### src/fetch_mem_consts.svh
`ifndef FETCH_MEM_CONSTS_SVH
`define FETCH_MEM_CONSTS_SVH

// Direct-mapped instruction cache geometry
`define ICACHE_LINES 32
`define IDX_BITS 5
`define TAG_BITS 8
`define BLOCK_OFFSET_BITS 3   // 8-byte blocks

// Memory transaction tags, zero means no tag
`define MEM_TAG_BITS 4

// Wait cycles before a lost load is sent again
`define MISS_TIMEOUT 64

`endif

### src/fetch_mem_pkg.sv
`default_nettype none

`include "fetch_mem_consts.svh"

package fetch_mem_pkg;

  typedef logic [63:0] mem_addr_t;   // Byte address
  typedef logic [63:0] mem_word_t;   // One cache block
  typedef logic [`MEM_TAG_BITS-1:0] mem_tag_t;
  typedef logic [`IDX_BITS-1:0] line_idx_t;
  typedef logic [`TAG_BITS-1:0] line_tag_t;

  // Wide enough to hold the full timeout value
  typedef logic [$clog2(`MISS_TIMEOUT + 1)-1:0] wait_count_t;

  typedef enum logic [1:0] {
    BUS_NONE  = 2'h0,
    BUS_LOAD  = 2'h1,
    BUS_STORE = 2'h2
  } bus_cmd_e;

  typedef enum logic [1:0] {
    IDLE      = 2'h0,
    REQUEST   = 2'h1,
    WAIT_DATA = 2'h2
  } icache_state_e;

endpackage

`default_nettype wire

### src/cache_array_if.sv
`timescale 1ns/1ns
`default_nettype none

interface cache_array_if;

  fetch_mem_pkg::line_idx_t rd_idx;
  fetch_mem_pkg::line_tag_t rd_tag;
  fetch_mem_pkg::mem_word_t rd_data;
  logic                     rd_hit;

  // Line fill
  logic                     wr_en;
  fetch_mem_pkg::line_idx_t wr_idx;
  fetch_mem_pkg::line_tag_t wr_tag;
  fetch_mem_pkg::mem_word_t wr_data;

  modport ctrl (
    output rd_idx,
    output rd_tag,
    input  rd_data,
    input  rd_hit,
    output wr_en,
    output wr_idx,
    output wr_tag,
    output wr_data
  );

  modport array (
    input  rd_idx,
    input  rd_tag,
    output rd_data,
    output rd_hit,
    input  wr_en,
    input  wr_idx,
    input  wr_tag,
    input  wr_data
  );

endinterface

`default_nettype wire

### src/mem_port_if.sv
`timescale 1ns/1ns
`default_nettype none

// One requester's view of the shared memory bus
interface mem_port_if;

  fetch_mem_pkg::bus_cmd_e  cmd;
  fetch_mem_pkg::mem_addr_t addr;
  fetch_mem_pkg::mem_tag_t  response;    // Tag of accepted request, zero if refused
  fetch_mem_pkg::mem_tag_t  reply_tag;   // Nonzero in the cycle data returns
  fetch_mem_pkg::mem_word_t reply_data;

  modport requester (
    output cmd,
    output addr,
    input  response,
    input  reply_tag,
    input  reply_data
  );

  modport bus (
    input  cmd,
    input  addr,
    output response,
    output reply_tag,
    output reply_data
  );

endinterface

`default_nettype wire

### src/fetch_mem_top.sv
`timescale 1ns/1ns
`default_nettype none

module fetch_mem_top (
  input  wire logic                     clock,
  input  wire logic                     arst_n,
  input  wire fetch_mem_pkg::mem_addr_t fetch_addr,
  input  wire fetch_mem_pkg::bus_cmd_e  dmem_command,
  input  wire fetch_mem_pkg::mem_addr_t dmem_addr,
  input  wire fetch_mem_pkg::mem_word_t dmem_data,
  input  wire fetch_mem_pkg::mem_tag_t  mem2proc_response,
  input  wire fetch_mem_pkg::mem_tag_t  mem2proc_tag,
  input  wire fetch_mem_pkg::mem_word_t mem2proc_data,
  output fetch_mem_pkg::mem_word_t      fetch_data,
  output logic                          fetch_valid,
  output fetch_mem_pkg::mem_tag_t       dmem_response,
  output fetch_mem_pkg::mem_tag_t       dmem_tag,
  output fetch_mem_pkg::bus_cmd_e       proc2mem_command,
  output fetch_mem_pkg::mem_addr_t      proc2mem_addr,
  output fetch_mem_pkg::mem_word_t      proc2mem_data
);

  mem_port_if    imem_port ();
  cache_array_if icache_arr ();

  icache_mem u_icache_mem (
    .clock  (clock),
    .arst_n (arst_n),
    .arr    (icache_arr)
  );

  icache_ctrl u_icache_ctrl (
    .clock       (clock),
    .arst_n      (arst_n),
    .fetch_addr  (fetch_addr),
    .fetch_data  (fetch_data),
    .fetch_valid (fetch_valid),
    .arr         (icache_arr),
    .mem         (imem_port)
  );

  // Single memory port shared with the data side
  mem_bus_arbiter u_mem_bus_arbiter (
    .clock             (clock),
    .arst_n            (arst_n),
    .imem              (imem_port),
    .dmem_command      (dmem_command),
    .dmem_addr         (dmem_addr),
    .dmem_data         (dmem_data),
    .dmem_response     (dmem_response),
    .dmem_tag          (dmem_tag),
    .mem2proc_response (mem2proc_response),
    .mem2proc_tag      (mem2proc_tag),
    .mem2proc_data     (mem2proc_data),
    .proc2mem_command  (proc2mem_command),
    .proc2mem_addr     (proc2mem_addr),
    .proc2mem_data     (proc2mem_data)
  );

endmodule

`default_nettype wire

### src/icache_ctrl.sv
`timescale 1ns/1ns
`default_nettype none

`include "fetch_mem_consts.svh"

module icache_ctrl (
  input  wire logic                     clock,
  input  wire logic                     arst_n,
  input  wire fetch_mem_pkg::mem_addr_t fetch_addr,
  output fetch_mem_pkg::mem_word_t      fetch_data,
  output logic                          fetch_valid,
  cache_array_if.ctrl                   arr,
  mem_port_if.requester                 mem
);

  fetch_mem_pkg::icache_state_e state;
  fetch_mem_pkg::icache_state_e state_next;

  fetch_mem_pkg::line_idx_t fetch_idx;
  fetch_mem_pkg::line_tag_t fetch_tag;

  // Outstanding load
  fetch_mem_pkg::mem_tag_t  pend_mem_tag;
  fetch_mem_pkg::line_idx_t fill_idx;
  fetch_mem_pkg::line_tag_t fill_tag;

  logic issuing;
  logic accepted;
  logic reply_match;
  logic timer_on;
  logic timed_out;

  assign fetch_idx = fetch_addr[`BLOCK_OFFSET_BITS +: `IDX_BITS];
  assign fetch_tag = fetch_addr[`BLOCK_OFFSET_BITS + `IDX_BITS +: `TAG_BITS];

  assign arr.rd_idx  = fetch_idx;
  assign arr.rd_tag  = fetch_tag;
  assign fetch_data  = arr.rd_data;
  assign fetch_valid = arr.rd_hit;

  // Request tracks the current address and drops out once it hits
  assign issuing     = (state == fetch_mem_pkg::REQUEST) && !arr.rd_hit;
  assign accepted    = issuing && (mem.response != '0);
  assign reply_match = (state == fetch_mem_pkg::WAIT_DATA) && (mem.reply_tag == pend_mem_tag);

  assign mem.cmd  = issuing ? fetch_mem_pkg::BUS_LOAD : fetch_mem_pkg::BUS_NONE;
  assign mem.addr = {fetch_addr[63:`BLOCK_OFFSET_BITS], {`BLOCK_OFFSET_BITS{1'b0}}};

  assign arr.wr_en   = reply_match;
  assign arr.wr_idx  = fill_idx;
  assign arr.wr_tag  = fill_tag;
  assign arr.wr_data = mem.reply_data;

  // Acceptance cycle counts as the first waiting cycle
  assign timer_on = accepted || (state == fetch_mem_pkg::WAIT_DATA);

  miss_timer u_miss_timer (
    .clock    (clock),
    .arst_n   (arst_n),
    .counting (timer_on),
    .expired  (timed_out)
  );

  always_comb begin
    state_next = state;
    case (state)
      fetch_mem_pkg::IDLE: begin
        if (!arr.rd_hit) state_next = fetch_mem_pkg::REQUEST;
      end
      fetch_mem_pkg::REQUEST: begin
        if (arr.rd_hit) begin
          state_next = fetch_mem_pkg::IDLE;
        end else if (accepted) begin
          state_next = fetch_mem_pkg::WAIT_DATA;
        end
      end
      fetch_mem_pkg::WAIT_DATA: begin
        if (reply_match) begin
          state_next = fetch_mem_pkg::IDLE;   // Line written at this edge
        end else if (timed_out) begin
          state_next = fetch_mem_pkg::REQUEST;
        end
      end
      default: state_next = fetch_mem_pkg::IDLE;
    endcase
  end

  always_ff @(posedge clock or negedge arst_n) begin
    if (!arst_n) begin
      state <= fetch_mem_pkg::IDLE;
    end else begin
      state <= state_next;
    end
  end

  always_ff @(posedge clock) begin
    if (accepted) begin
      pend_mem_tag <= mem.response;
      fill_idx     <= fetch_idx;
      fill_tag     <= fetch_tag;
    end
  end

endmodule

`default_nettype wire

### src/icache_mem.sv
`timescale 1ns/1ns
`default_nettype none

`include "fetch_mem_consts.svh"

module icache_mem (
  input wire logic     clock,
  input wire logic     arst_n,
  cache_array_if.array arr
);

  fetch_mem_pkg::mem_word_t data_mem [`ICACHE_LINES];
  fetch_mem_pkg::line_tag_t tag_mem  [`ICACHE_LINES];
  logic [`ICACHE_LINES-1:0] line_valid;

  fetch_mem_pkg::line_tag_t stored_tag;
  logic                     tag_match;

  // Valid bits start clear, so stale tags never hit
  always_ff @(posedge clock or negedge arst_n) begin
    if (!arst_n) begin
      line_valid <= '0;
    end else if (arr.wr_en) begin
      line_valid[arr.wr_idx] <= 1'b1;
    end
  end

  always_ff @(posedge clock) begin
    if (arr.wr_en) begin
      data_mem[arr.wr_idx] <= arr.wr_data;
      tag_mem[arr.wr_idx]  <= arr.wr_tag;
    end
  end

  // Lookup is combinational
  assign stored_tag = tag_mem[arr.rd_idx];
  assign tag_match  = (stored_tag == arr.rd_tag);

  assign arr.rd_hit  = line_valid[arr.rd_idx] && tag_match;
  assign arr.rd_data = data_mem[arr.rd_idx];

endmodule

`default_nettype wire

### src/mem_bus_arbiter.sv
`timescale 1ns/1ns
`default_nettype none

`include "fetch_mem_consts.svh"

module mem_bus_arbiter (
  input  wire logic                     clock,
  input  wire logic                     arst_n,
  mem_port_if.bus                       imem,
  input  wire fetch_mem_pkg::bus_cmd_e  dmem_command,
  input  wire fetch_mem_pkg::mem_addr_t dmem_addr,
  input  wire fetch_mem_pkg::mem_word_t dmem_data,
  output fetch_mem_pkg::mem_tag_t       dmem_response,
  output fetch_mem_pkg::mem_tag_t       dmem_tag,
  input  wire fetch_mem_pkg::mem_tag_t  mem2proc_response,
  input  wire fetch_mem_pkg::mem_tag_t  mem2proc_tag,
  input  wire fetch_mem_pkg::mem_word_t mem2proc_data,
  output fetch_mem_pkg::bus_cmd_e       proc2mem_command,
  output fetch_mem_pkg::mem_addr_t      proc2mem_addr,
  output fetch_mem_pkg::mem_word_t      proc2mem_data
);

  localparam int TAG_SLOTS = (1 << `MEM_TAG_BITS) - 1;

  // One bit per nonzero tag, set when the data side owns it
  logic [TAG_SLOTS:1] owned_by_d;

  logic d_grant;
  logic bus_accept;
  logic reply_valid;
  logic reply_to_d;

  assign d_grant = (dmem_command != fetch_mem_pkg::BUS_NONE);   // Data side always wins

  assign proc2mem_command = d_grant ? dmem_command : imem.cmd;
  assign proc2mem_addr    = d_grant ? dmem_addr : imem.addr;
  assign proc2mem_data    = d_grant ? dmem_data : '0;   // Fetches never store

  // Refused side sees zero
  assign dmem_response = d_grant ? mem2proc_response : '0;
  assign imem.response = d_grant ? '0 : mem2proc_response;

  assign bus_accept = (proc2mem_command != fetch_mem_pkg::BUS_NONE) &&
                      (mem2proc_response != '0);

  always_ff @(posedge clock or negedge arst_n) begin
    if (!arst_n) begin
      owned_by_d <= '0;
    end else if (bus_accept) begin
      owned_by_d[mem2proc_response] <= d_grant;
    end
  end

  assign reply_valid = (mem2proc_tag != '0);
  assign reply_to_d  = reply_valid && owned_by_d[mem2proc_tag];

  assign dmem_tag        = reply_to_d ? mem2proc_tag : '0;
  assign imem.reply_tag  = reply_to_d ? '0 : mem2proc_tag;
  assign imem.reply_data = mem2proc_data;

endmodule

`default_nettype wire

### src/miss_timer.sv
`timescale 1ns/1ns
`default_nettype none

`include "fetch_mem_consts.svh"

module miss_timer (
  input  wire logic clock,
  input  wire logic arst_n,
  input  wire logic counting,
  output logic      expired
);

  fetch_mem_pkg::wait_count_t count;

  // Cycles counted before the current one
  always_ff @(posedge clock or negedge arst_n) begin
    if (!arst_n) begin
      count <= '0;
    end else if (!counting || expired) begin
      count <= '0;   // Restart clean for a reissued load
    end else begin
      count <= count + 1'b1;
    end
  end

  // Current cycle is the MISS_TIMEOUT-th one counted
  assign expired = counting &&
                   (count == fetch_mem_pkg::wait_count_t'(`MISS_TIMEOUT - 1));

endmodule

`default_nettype wire

### config.mk
export PLATFORM = sky130hd
export DESIGN_NAME = fetch_mem_top
export DESIGN_NICKNAME = d
export VERILOG_FILES = /design/src/fetch_mem_pkg.sv /design/src/cache_array_if.sv /design/src/mem_port_if.sv /design/src/fetch_mem_top.sv /design/src/icache_ctrl.sv /design/src/icache_mem.sv /design/src/mem_bus_arbiter.sv /design/src/miss_timer.sv
export VERILOG_INCLUDE_DIRS = /design/src
export SDC_FILE = /design/constraint.sdc
export NUM_CORES = 2
export LEC_CHECK = 0
export ABC_CLOCK_PERIOD_IN_PS = 10600
export BUFFER_PORTS_ARGS = -buffer_cell sky130_fd_sc_hd__buf_2
export CORE_MARGIN = 5
export CORE_UTILIZATION = 59
export CTS_CLUSTER_DIAMETER = 150
export CTS_CLUSTER_SIZE = 20
export DETAILED_ROUTE_END_ITERATION = 10
export PLACE_DENSITY = 0.77
export SETUP_SLACK_MARGIN = 0.4
export SYNTH_ARGS = -nofsm -noshare
export SYNTH_HDL_FRONTEND = slang
export SYNTH_SLANG_ARGS = --single-unit
### constraint.sdc
create_clock -name clock -period 10.6 [get_ports clock]
set_input_delay 1.59 -clock clock [delete_from_list [all_inputs] [get_ports clock]]
set_output_delay 1.59 -clock clock [all_outputs]
set_load 0.05 [all_outputs]
== Word-level counts from Yosys, hierarchy flattened ==
Memory sizes are Yosys's and may differ from the RTL's.
Cells that the tools add are included.

* Output and inout port bits: 203
* Register bits after elaboration: 73
* Bits in writable memories: 2,304
* Input port bits: 268
* Logic and storage cells: 71
* Memories: 2

{| class="wikitable"
|+ Memories
! name !! depth !! bits a word !! read ports !! clocked after Yosys merged registers in !! write ports !! RTL line !! text
|-
| u_icache_mem.data_mem || 32 || 64 || 1 || 0 || 1 || icache_mem.sv:12 || <nowiki>fetch_mem_pkg::mem_word_t data_mem [`ICACHE_LINES];</nowiki>
|-
| u_icache_mem.tag_mem || 32 || 8 || 1 || 0 || 1 || icache_mem.sv:13 || <nowiki>fetch_mem_pkg::line_tag_t tag_mem [`ICACHE_LINES];</nowiki>
|}

* Add/subtract/negate cells: 1
* Equal/unequal tests: 8
* Muxes and demuxes: 26
* Reductions and logical operators: 20
* Bitwise gates (word level): 1
* $lt $le $gt $ge: 6

{| class="wikitable"
|+ Operator list
! cell !! number
|-
| $mux 64 || 2
|-
| $or 32x32->32 || 1
|-
| $mux 4 || 4
|-
| $bwmux 15 || 1
|-
| $lt 5x6->1 const B || 2
|-
| $mux 2 || 6
|-
| $reduce_bool 4->1 || 3
|-
| $lt 4x5->1 const B || 2
|-
| $logic_and 1x1->1 || 9
|-
| $eq 8x8->1 || 1
|-
| $add 7x1->7 const B || 1
|-
| $eq 7x6->1 const B || 1
|-
| $mux 1 || 7
|-
| $mux 7 || 1
|-
| $pmux 2 s3 || 1
|-
| $bmux 1 s5 || 1
|-
| $demux 1 s5 || 1
|-
| $ge 5x1->1 const B || 1
|-
| $bmux 1 s4 || 1
|-
| $demux 1 s4 || 1
|-
| $eq 4x4->1 || 1
|-
| $ge 4x1->1 const B || 1
|-
| $reduce_bool 2->1 || 2
|-
| $ne 3x1->1 const B || 1
|-
| other kinds (8) || 10
|}

== Depth between registers and ports, before layout ==
* Depth in word-level cells: 11
* Gate-level depth with buffers: 15
* Gate-level depth less buffers: 9

== Hierarchy ==
Synthesis repeated with hierarchy kept, for this count alone.

* Cell total of the unflattened synthesis: 4,195
* Area total of the unflattened synthesis: 93,987.6 um^2

{| class="wikitable"
|+ Modules (own cells, without submodules)
! module !! area each (um^2) !! sequential area each (um^2) !! times used !! cells each
|-
| icache_mem || 88,686.3 || 69,987.1 || 1 || 3,472
|-
| mem_bus_arbiter || 2,751.4 || 375.4 || 1 || 450
|-
| icache_ctrl || 2,247.2 || 560.5 || 1 || 245
|-
| miss_timer || 302.8 || 175.2 || 1 || 28
|}

== Least setup slack after synthesis ==
OpenSTA, ideal clock, no wires.

* Kind: input-to-reg
* Start: input port mem2proc_tag[0]
* End: register u_icache_mem.line_valid[17]
* Arrival: 9,267 ps
* Data required time: 10,505 ps
* Cell stages on the path: 10
* Slack: 1,237 ps
* Cell sequence: clkbuf_1 -> mux4_2 -> mux2i_1 -> nand2_1 -> and2_1 -> or2_2 -> a221o_1 -> clkbuf_1 -> nor3_1 -> or2_2

* Cells in the longest elaborated chain, start to end: 6

{| class="wikitable"
|+ Ends and longest elaborated chain
! element !! RTL line !! text
|-
| start, declared || fetch_mem_top.sv:12 || <nowiki>input wire fetch_mem_pkg::mem_tag_t mem2proc_tag,</nowiki>
|-
| $bmux 1 s4 || mem_bus_arbiter.sv:55 || <nowiki>assign reply_to_d = reply_valid && owned_by_d[mem2proc_tag];</nowiki>
|-
| $mux 1 (implied by the code) || mem_bus_arbiter.sv:55 ||
|-
| $logic_and 1x1->1 || mem_bus_arbiter.sv:55 ||
|-
| $mux 4 * || mem_bus_arbiter.sv:58 || <nowiki>assign imem.reply_tag = reply_to_d ? '0 : mem2proc_tag;</nowiki>
|-
| $eq 4x4->1 * || icache_ctrl.sv:44 || <nowiki>assign reply_match = (state == fetch_mem_pkg::WAIT_DATA) && (mem.reply_tag == pend_mem_tag);</nowiki>
|-
| $logic_and 1x1->1 * || icache_ctrl.sv:44 ||
|-
| end signal, assigned || icache_mem.sv:22 || <nowiki>line_valid <= '0;</nowiki>
|-
| end signal, assigned by index || icache_mem.sv:24 || <nowiki>line_valid[arr.wr_idx] <= 1'b1;</nowiki>
|-
| end, declared || icache_mem.sv:14 || <nowiki>logic [`ICACHE_LINES-1:0] line_valid;</nowiki>
|}

Every way passes the cells marked *; elsewhere a longest branch is shown, timed or not. The select of a mux whose other input is x is not followed.
A chain may end at the register's enable or synchronous reset.

== Final worst setup path ==
* Start: input port fetch_addr[3]
* End: output port proc2mem_command[0]

* Cells in the longest elaborated chain, start to end: 7

{| class="wikitable"
|+ Ends and longest elaborated chain
! element !! RTL line !! text
|-
| start, declared || fetch_mem_top.sv:7 || <nowiki>input wire fetch_mem_pkg::mem_addr_t fetch_addr,</nowiki>
|-
| $mem_v2 32x8 / $bmux 1 s5 (equally long branches) || - ||
|-
| $eq 8x8->1 / $mux 1 (equally long branches) || icache_mem.sv:37, icache_mem.sv:39 ||
|-
| $logic_and 1x1->1 * || icache_mem.sv:39 || <nowiki>assign arr.rd_hit = line_valid[arr.rd_idx] && tag_match;</nowiki>
|-
| $logic_not 1->1 * || icache_ctrl.sv:42 || <nowiki>assign issuing = (state == fetch_mem_pkg::REQUEST) && !arr.rd_hit;</nowiki>
|-
| $logic_and 1x1->1 * || icache_ctrl.sv:42 ||
|-
| $mux 1 * || icache_ctrl.sv:46 || <nowiki>assign mem.cmd = issuing ? fetch_mem_pkg::BUS_LOAD : fetch_mem_pkg::BUS_NONE;</nowiki>
|-
| $mux 2 * || mem_bus_arbiter.sv:35 || <nowiki>assign proc2mem_command = d_grant ? dmem_command : imem.cmd;</nowiki>
|-
| end, declared || fetch_mem_top.sv:18 || <nowiki>output fetch_mem_pkg::bus_cmd_e proc2mem_command,</nowiki>
|}

Marks and branches as above.

==> impl_metrics.py <==
metrics = {
    "worst_setup_path": {
        "setup.worst_path.start_class": "input port",
        "regToRegEndpoint": "u_icache_mem.data_mem[11][30]$_DFFE_PP_",
        "reg2reg_slack_ps": 5990,
        "capturing_instance_or_port_of_the_critical_path": "proc2mem_command[0]",
        "cp_max_fo": 74,
        "cp.depth": 13,
        "timing_worst_setup_path_type": "in2out",
        "cp-startpoint": "fetch_addr[3]",
        "worstReg2RegStart": "u_mem_bus_arbiter.owned_by_d[13]$_DFFE_PN0P_",
        "cp_cell_sequence": "buf_8, buf_4, mux4_2, nor2b_1, a211oi_1, a21oi_1, xnor2_1, a21oi_1, nor4_4, nor3b_2, buf_4, a21o_1, buf_2",
        "cpMaxStageDelayCell": "buf_4",
        "crit_family": "buffers and inverters",
        "cp_arrival_ps": 5590,
        "reg2reg_depth": 9,
        "worst_setup_ep_type": "primary output",
        "buffer_and_inverter_count_on_the_worst_path": 4,
        "required_ps": 9010,
        "slowest_delay_ps": 690,
    },
    "global_route": {
        "grt_pass1_wl_um": 327000,
        "antenna_found_initial": 30,
        "busiest_layer": "met2",
        "grt_start_max_net_pins": 154,
        "grtUsageMet1_pct": 39.4,
        "first_global_vias": 44400,
        "grt_usage_pct": 28.3,
        "met3_usage_pct": 5.19,
        "gr-total-overflow": 0,
        "use_met2_pct": 46.5,
    },
    "placement": {
        "placement.io_buffers": 467,
        "gp_routability_congestion": 0.887,
        "pre_cts_ws_ps": 3400,
        "detailedPlacementHpwl_um": 115000,
    },
    "synth": {
        "netlist_top_cells_count": "2321 x edfxtp_1, 703 x mux4_2, 201 x nand2_1",
        "synth_top_cell_by_area": "edfxtp_1",
        "synth_largest_type_area_fraction_pct": 75.8,
        "portion_of_the_post_synthesis_area_used_by_sequential_elements_pct": 77.3,
        "synth_nets": 4235,
        "flip_flop_and_latch_count_after_synthesis": 2377,
        "synth.lib_cells_used.distinct": 51,
        "syn_inst": 3966,
        "number_of_enable_flip_flop_cells_after_synthesis": 2321,
        "synth_async_sr_flop_share_pct": 2.36,
        "postSynthAreaPerCell_um2": 23.2,
        "synth_area_um2": 92000,
        "yosys-top-cells-area": "edfxtp_1 76%, mux4_2 17%, dfrtp_1 1.5%",
        "synth-main-ff-cell": "edfxtp_1",
        "yosys.cell_count.top_type": "edfxtp_1",
        "synthesis.yosys.warnings": 0,
    },
    "routing": {
        "drt-total-wl_um": 230000,
        "route.antenna.remaining_nets": 0,
        "avgViaCountPerCell": 6.84,
        "post_drt_wl_per_cell_um": 35.1,
        "drt_first_pass_iters": 6,
        "drtIter0Drc": 6047,
        "vias": 44800,
        "drc": 0,
    },
    "floorplan": {
        "rows": 145,
        "pin_count": 471,
        "die_y_um": 405,
        "die-area_um2": 164000,
        "chipWidth_um": 405,
        "start_util_pct": 59.1,
        "floorplan.core_area_um2": 156000,
    },
    "finish": {
        "post_route_cells_drive_above_1_share_pct": 34.6,
        "final_nets": 4717,
        "seqCellArea_um2": 71100,
        "nFillCells": 9772,
        "synthToLayoutAreaGrowth_pct": 9.40,
        "multi_input_comb_area_um2": 20100,
    },
    "power": {
        "comb_power_share_pct": 7.7,
        "leakagePower_nw": 32.2,
        "power_frac_seq_pct": 61.7,
        "power-per-cell-area_nw_per_um2": 169,
        "report.power.total_mw": 17.0,
        "power.share.switching_pct": 22.0,
        "worst_ir_drop_vdd_mv": 0.183,
        "p_int_mw": 13.2,
        "power.net_switching_mw": 3.74,
        "power.share.clock_pct": 30.6,
    },
    "timing": {
        "setup_viol": 0,
        "unrepaired_setup_endpoints_after_global_routing": "no",
        "min_period_ps": 7180,
        "max_clock_freq_ghz": 0.139,
        "finalCritPeriodShare_pct": 67.8,
        "timing.max_slew.rel_slack_pct": 21.8,
        "finalHoldWorstSlack_ps": 471,
        "finalSetupTns_ps": 0,
        "final_hold_viol_count": 0,
        "max_slew_vio_count": 0,
        "tightestPinTransition_ps": 1170,
        "fin_worst_skew_ps": 27.7,
        "finalWorstSetupSlack_ps": 3420,
    },
    "clocking": {
        "cts_made_buffers": 136,
        "cts.htree.levels": 4,
        "clockRootBuffer": "clkbuf_16",
        "cts.hold.buffers_added": 0,
        "cts_num_sinks": 2377,
        "clk-insertion-delay-late_ps": 800,
        "clockBufferDepth": 3,
        "worst_setup_hold_path_clk_slew_ps": 80,
        "post_cts_buffers": 0,
        "cts_tree": "built",
        "post_cts_resized": 0,
    },
    "worst_hold_path": {
        "worst_hold_path_type": "reg2reg",
    },
    "run_status": {
        "outcome": "finished clean",
    },
    "run": {
        "max_cap_violations": 0,
    },
}
==> cell usage in the layout (no fill, tap or decap), types with 38 or more instances in the layout <==
cell,n
and2_1,79
buf_2,463
buf_4,83
clkbuf_16,138
dfrtp_1,56
edfxtp_1,2321
mux2_2,66
mux2i_1,42
mux4_2,703
nand2_1,201
or2_2,38
==> registers in the layout, summed over array words and instances (netlist names) <==
register and cells:
u_icache_ctrl.u_miss_timer.count 7, u_icache_ctrl.arr.wr_idx 5, u_icache_mem.data_mem 2048, u_icache_ctrl.pend_mem_tag 4, u_icache_ctrl.state 2, u_icache_mem.tag_mem 256, u_icache_mem.line_valid 32, u_icache_ctrl.arr.wr_tag 8
u_mem_bus_arbiter.owned_by_d 15
==> cell families (layout without fill, tap and decap cells) <==
group / Yosys count / in the layout / synth area share (%)
AO/OA/AOI/OAI: 71 / 71 / 0.521
flip-flops: 2377 / 2377 / 77.3
other: 0 / 23 / 0
adder cells (fa/ha/maj): 1 / 1 / 0.0136
AND/OR/NAND/NOR: 476 / 476 / 2.56
buffers and inverters: 216 / 726 / 1.02
multiplexers: 811 / 811 / 18.5
XOR/XNOR: 14 / 14 / 0.133
==> layer usage <==
| metal | share of wire [%] | vias up |
|---|---|---|
| met1 | 36 | 23700 |
| met5 | 0.0043 | - |
| met3 | 10 | 432 |
| met4 | 3.5 | 2 |
| met2 | 50 | 3093 |
| li1 | - | 17600 |
==> how the worst min path moves through the flow <==
stage	startpoint	endpoint	slack [ps]	cells past startpoint
global route	u_icache_mem.line_valid[30]$_DFFE_PN0P_	u_icache_mem.line_valid[30]$_DFFE_PN0P_	490	1
floorplan	u_icache_mem.line_valid[10]$_DFFE_PN0P_	u_icache_mem.line_valid[10]$_DFFE_PN0P_	430	1
detailed placement	u_icache_mem.line_valid[10]$_DFFE_PN0P_	u_icache_mem.line_valid[10]$_DFFE_PN0P_	450	1
finish	u_icache_mem.line_valid[20]$_DFFE_PN0P_	u_icache_mem.line_valid[20]$_DFFE_PN0P_	470	1
global placement	u_icache_mem.line_valid[25]$_DFFE_PN0P_	u_icache_mem.line_valid[25]$_DFFE_PN0P_	440	1
CTS	u_icache_mem.line_valid[10]$_DFFE_PN0P_	u_icache_mem.line_valid[10]$_DFFE_PN0P_	470	1
==> metrics by stage <==
step	instance area, um2	instances	util (%)
2_1_floorplan	92000	3966	-
3_3_place_gp	96900	6368	62.3
3_5_place_dp	96900	6368	62.3
4_1_cts	101000	6534	64.6
5_1_grt	101000	6545	64.6
6_report	101000	6557	64.7
==> worst reg2reg max path: cells and delay by family (launching register included) <==
| kind | cells | cell delay (ps) |
|---|---|---|
| simple gates | 4 | 1670 |
| buf+inv | 2 | 1090 |
| mux | 2 | 760 |
| flops | 1 | 390 |
| compound gates | 1 | 280 |
==> power by group through the flow <==
stage	clock network [mW]	registers, mW	logic (mW)
after floorplan	0	10.7	0.887
after global placement	0	10.7	1.29
after detailed placement	0	10.7	1.31
after CTS	5.26	10.5	1.33
after global routing	5.65	10.5	1.39
final	5.19	10.5	1.31
==> final cells by class <==
type	count	area share, %
sequential	2377	70.6
inverter	4	0.0224
clock buffer	156	3.50
antenna	23	0.0572
tap	2058	2.56
multi-input combinational	1373	20.0
timing repair buffer	556	3.10
clock inverter	10	0.117
No activity file was read; power rests on OpenSTA's default activity.
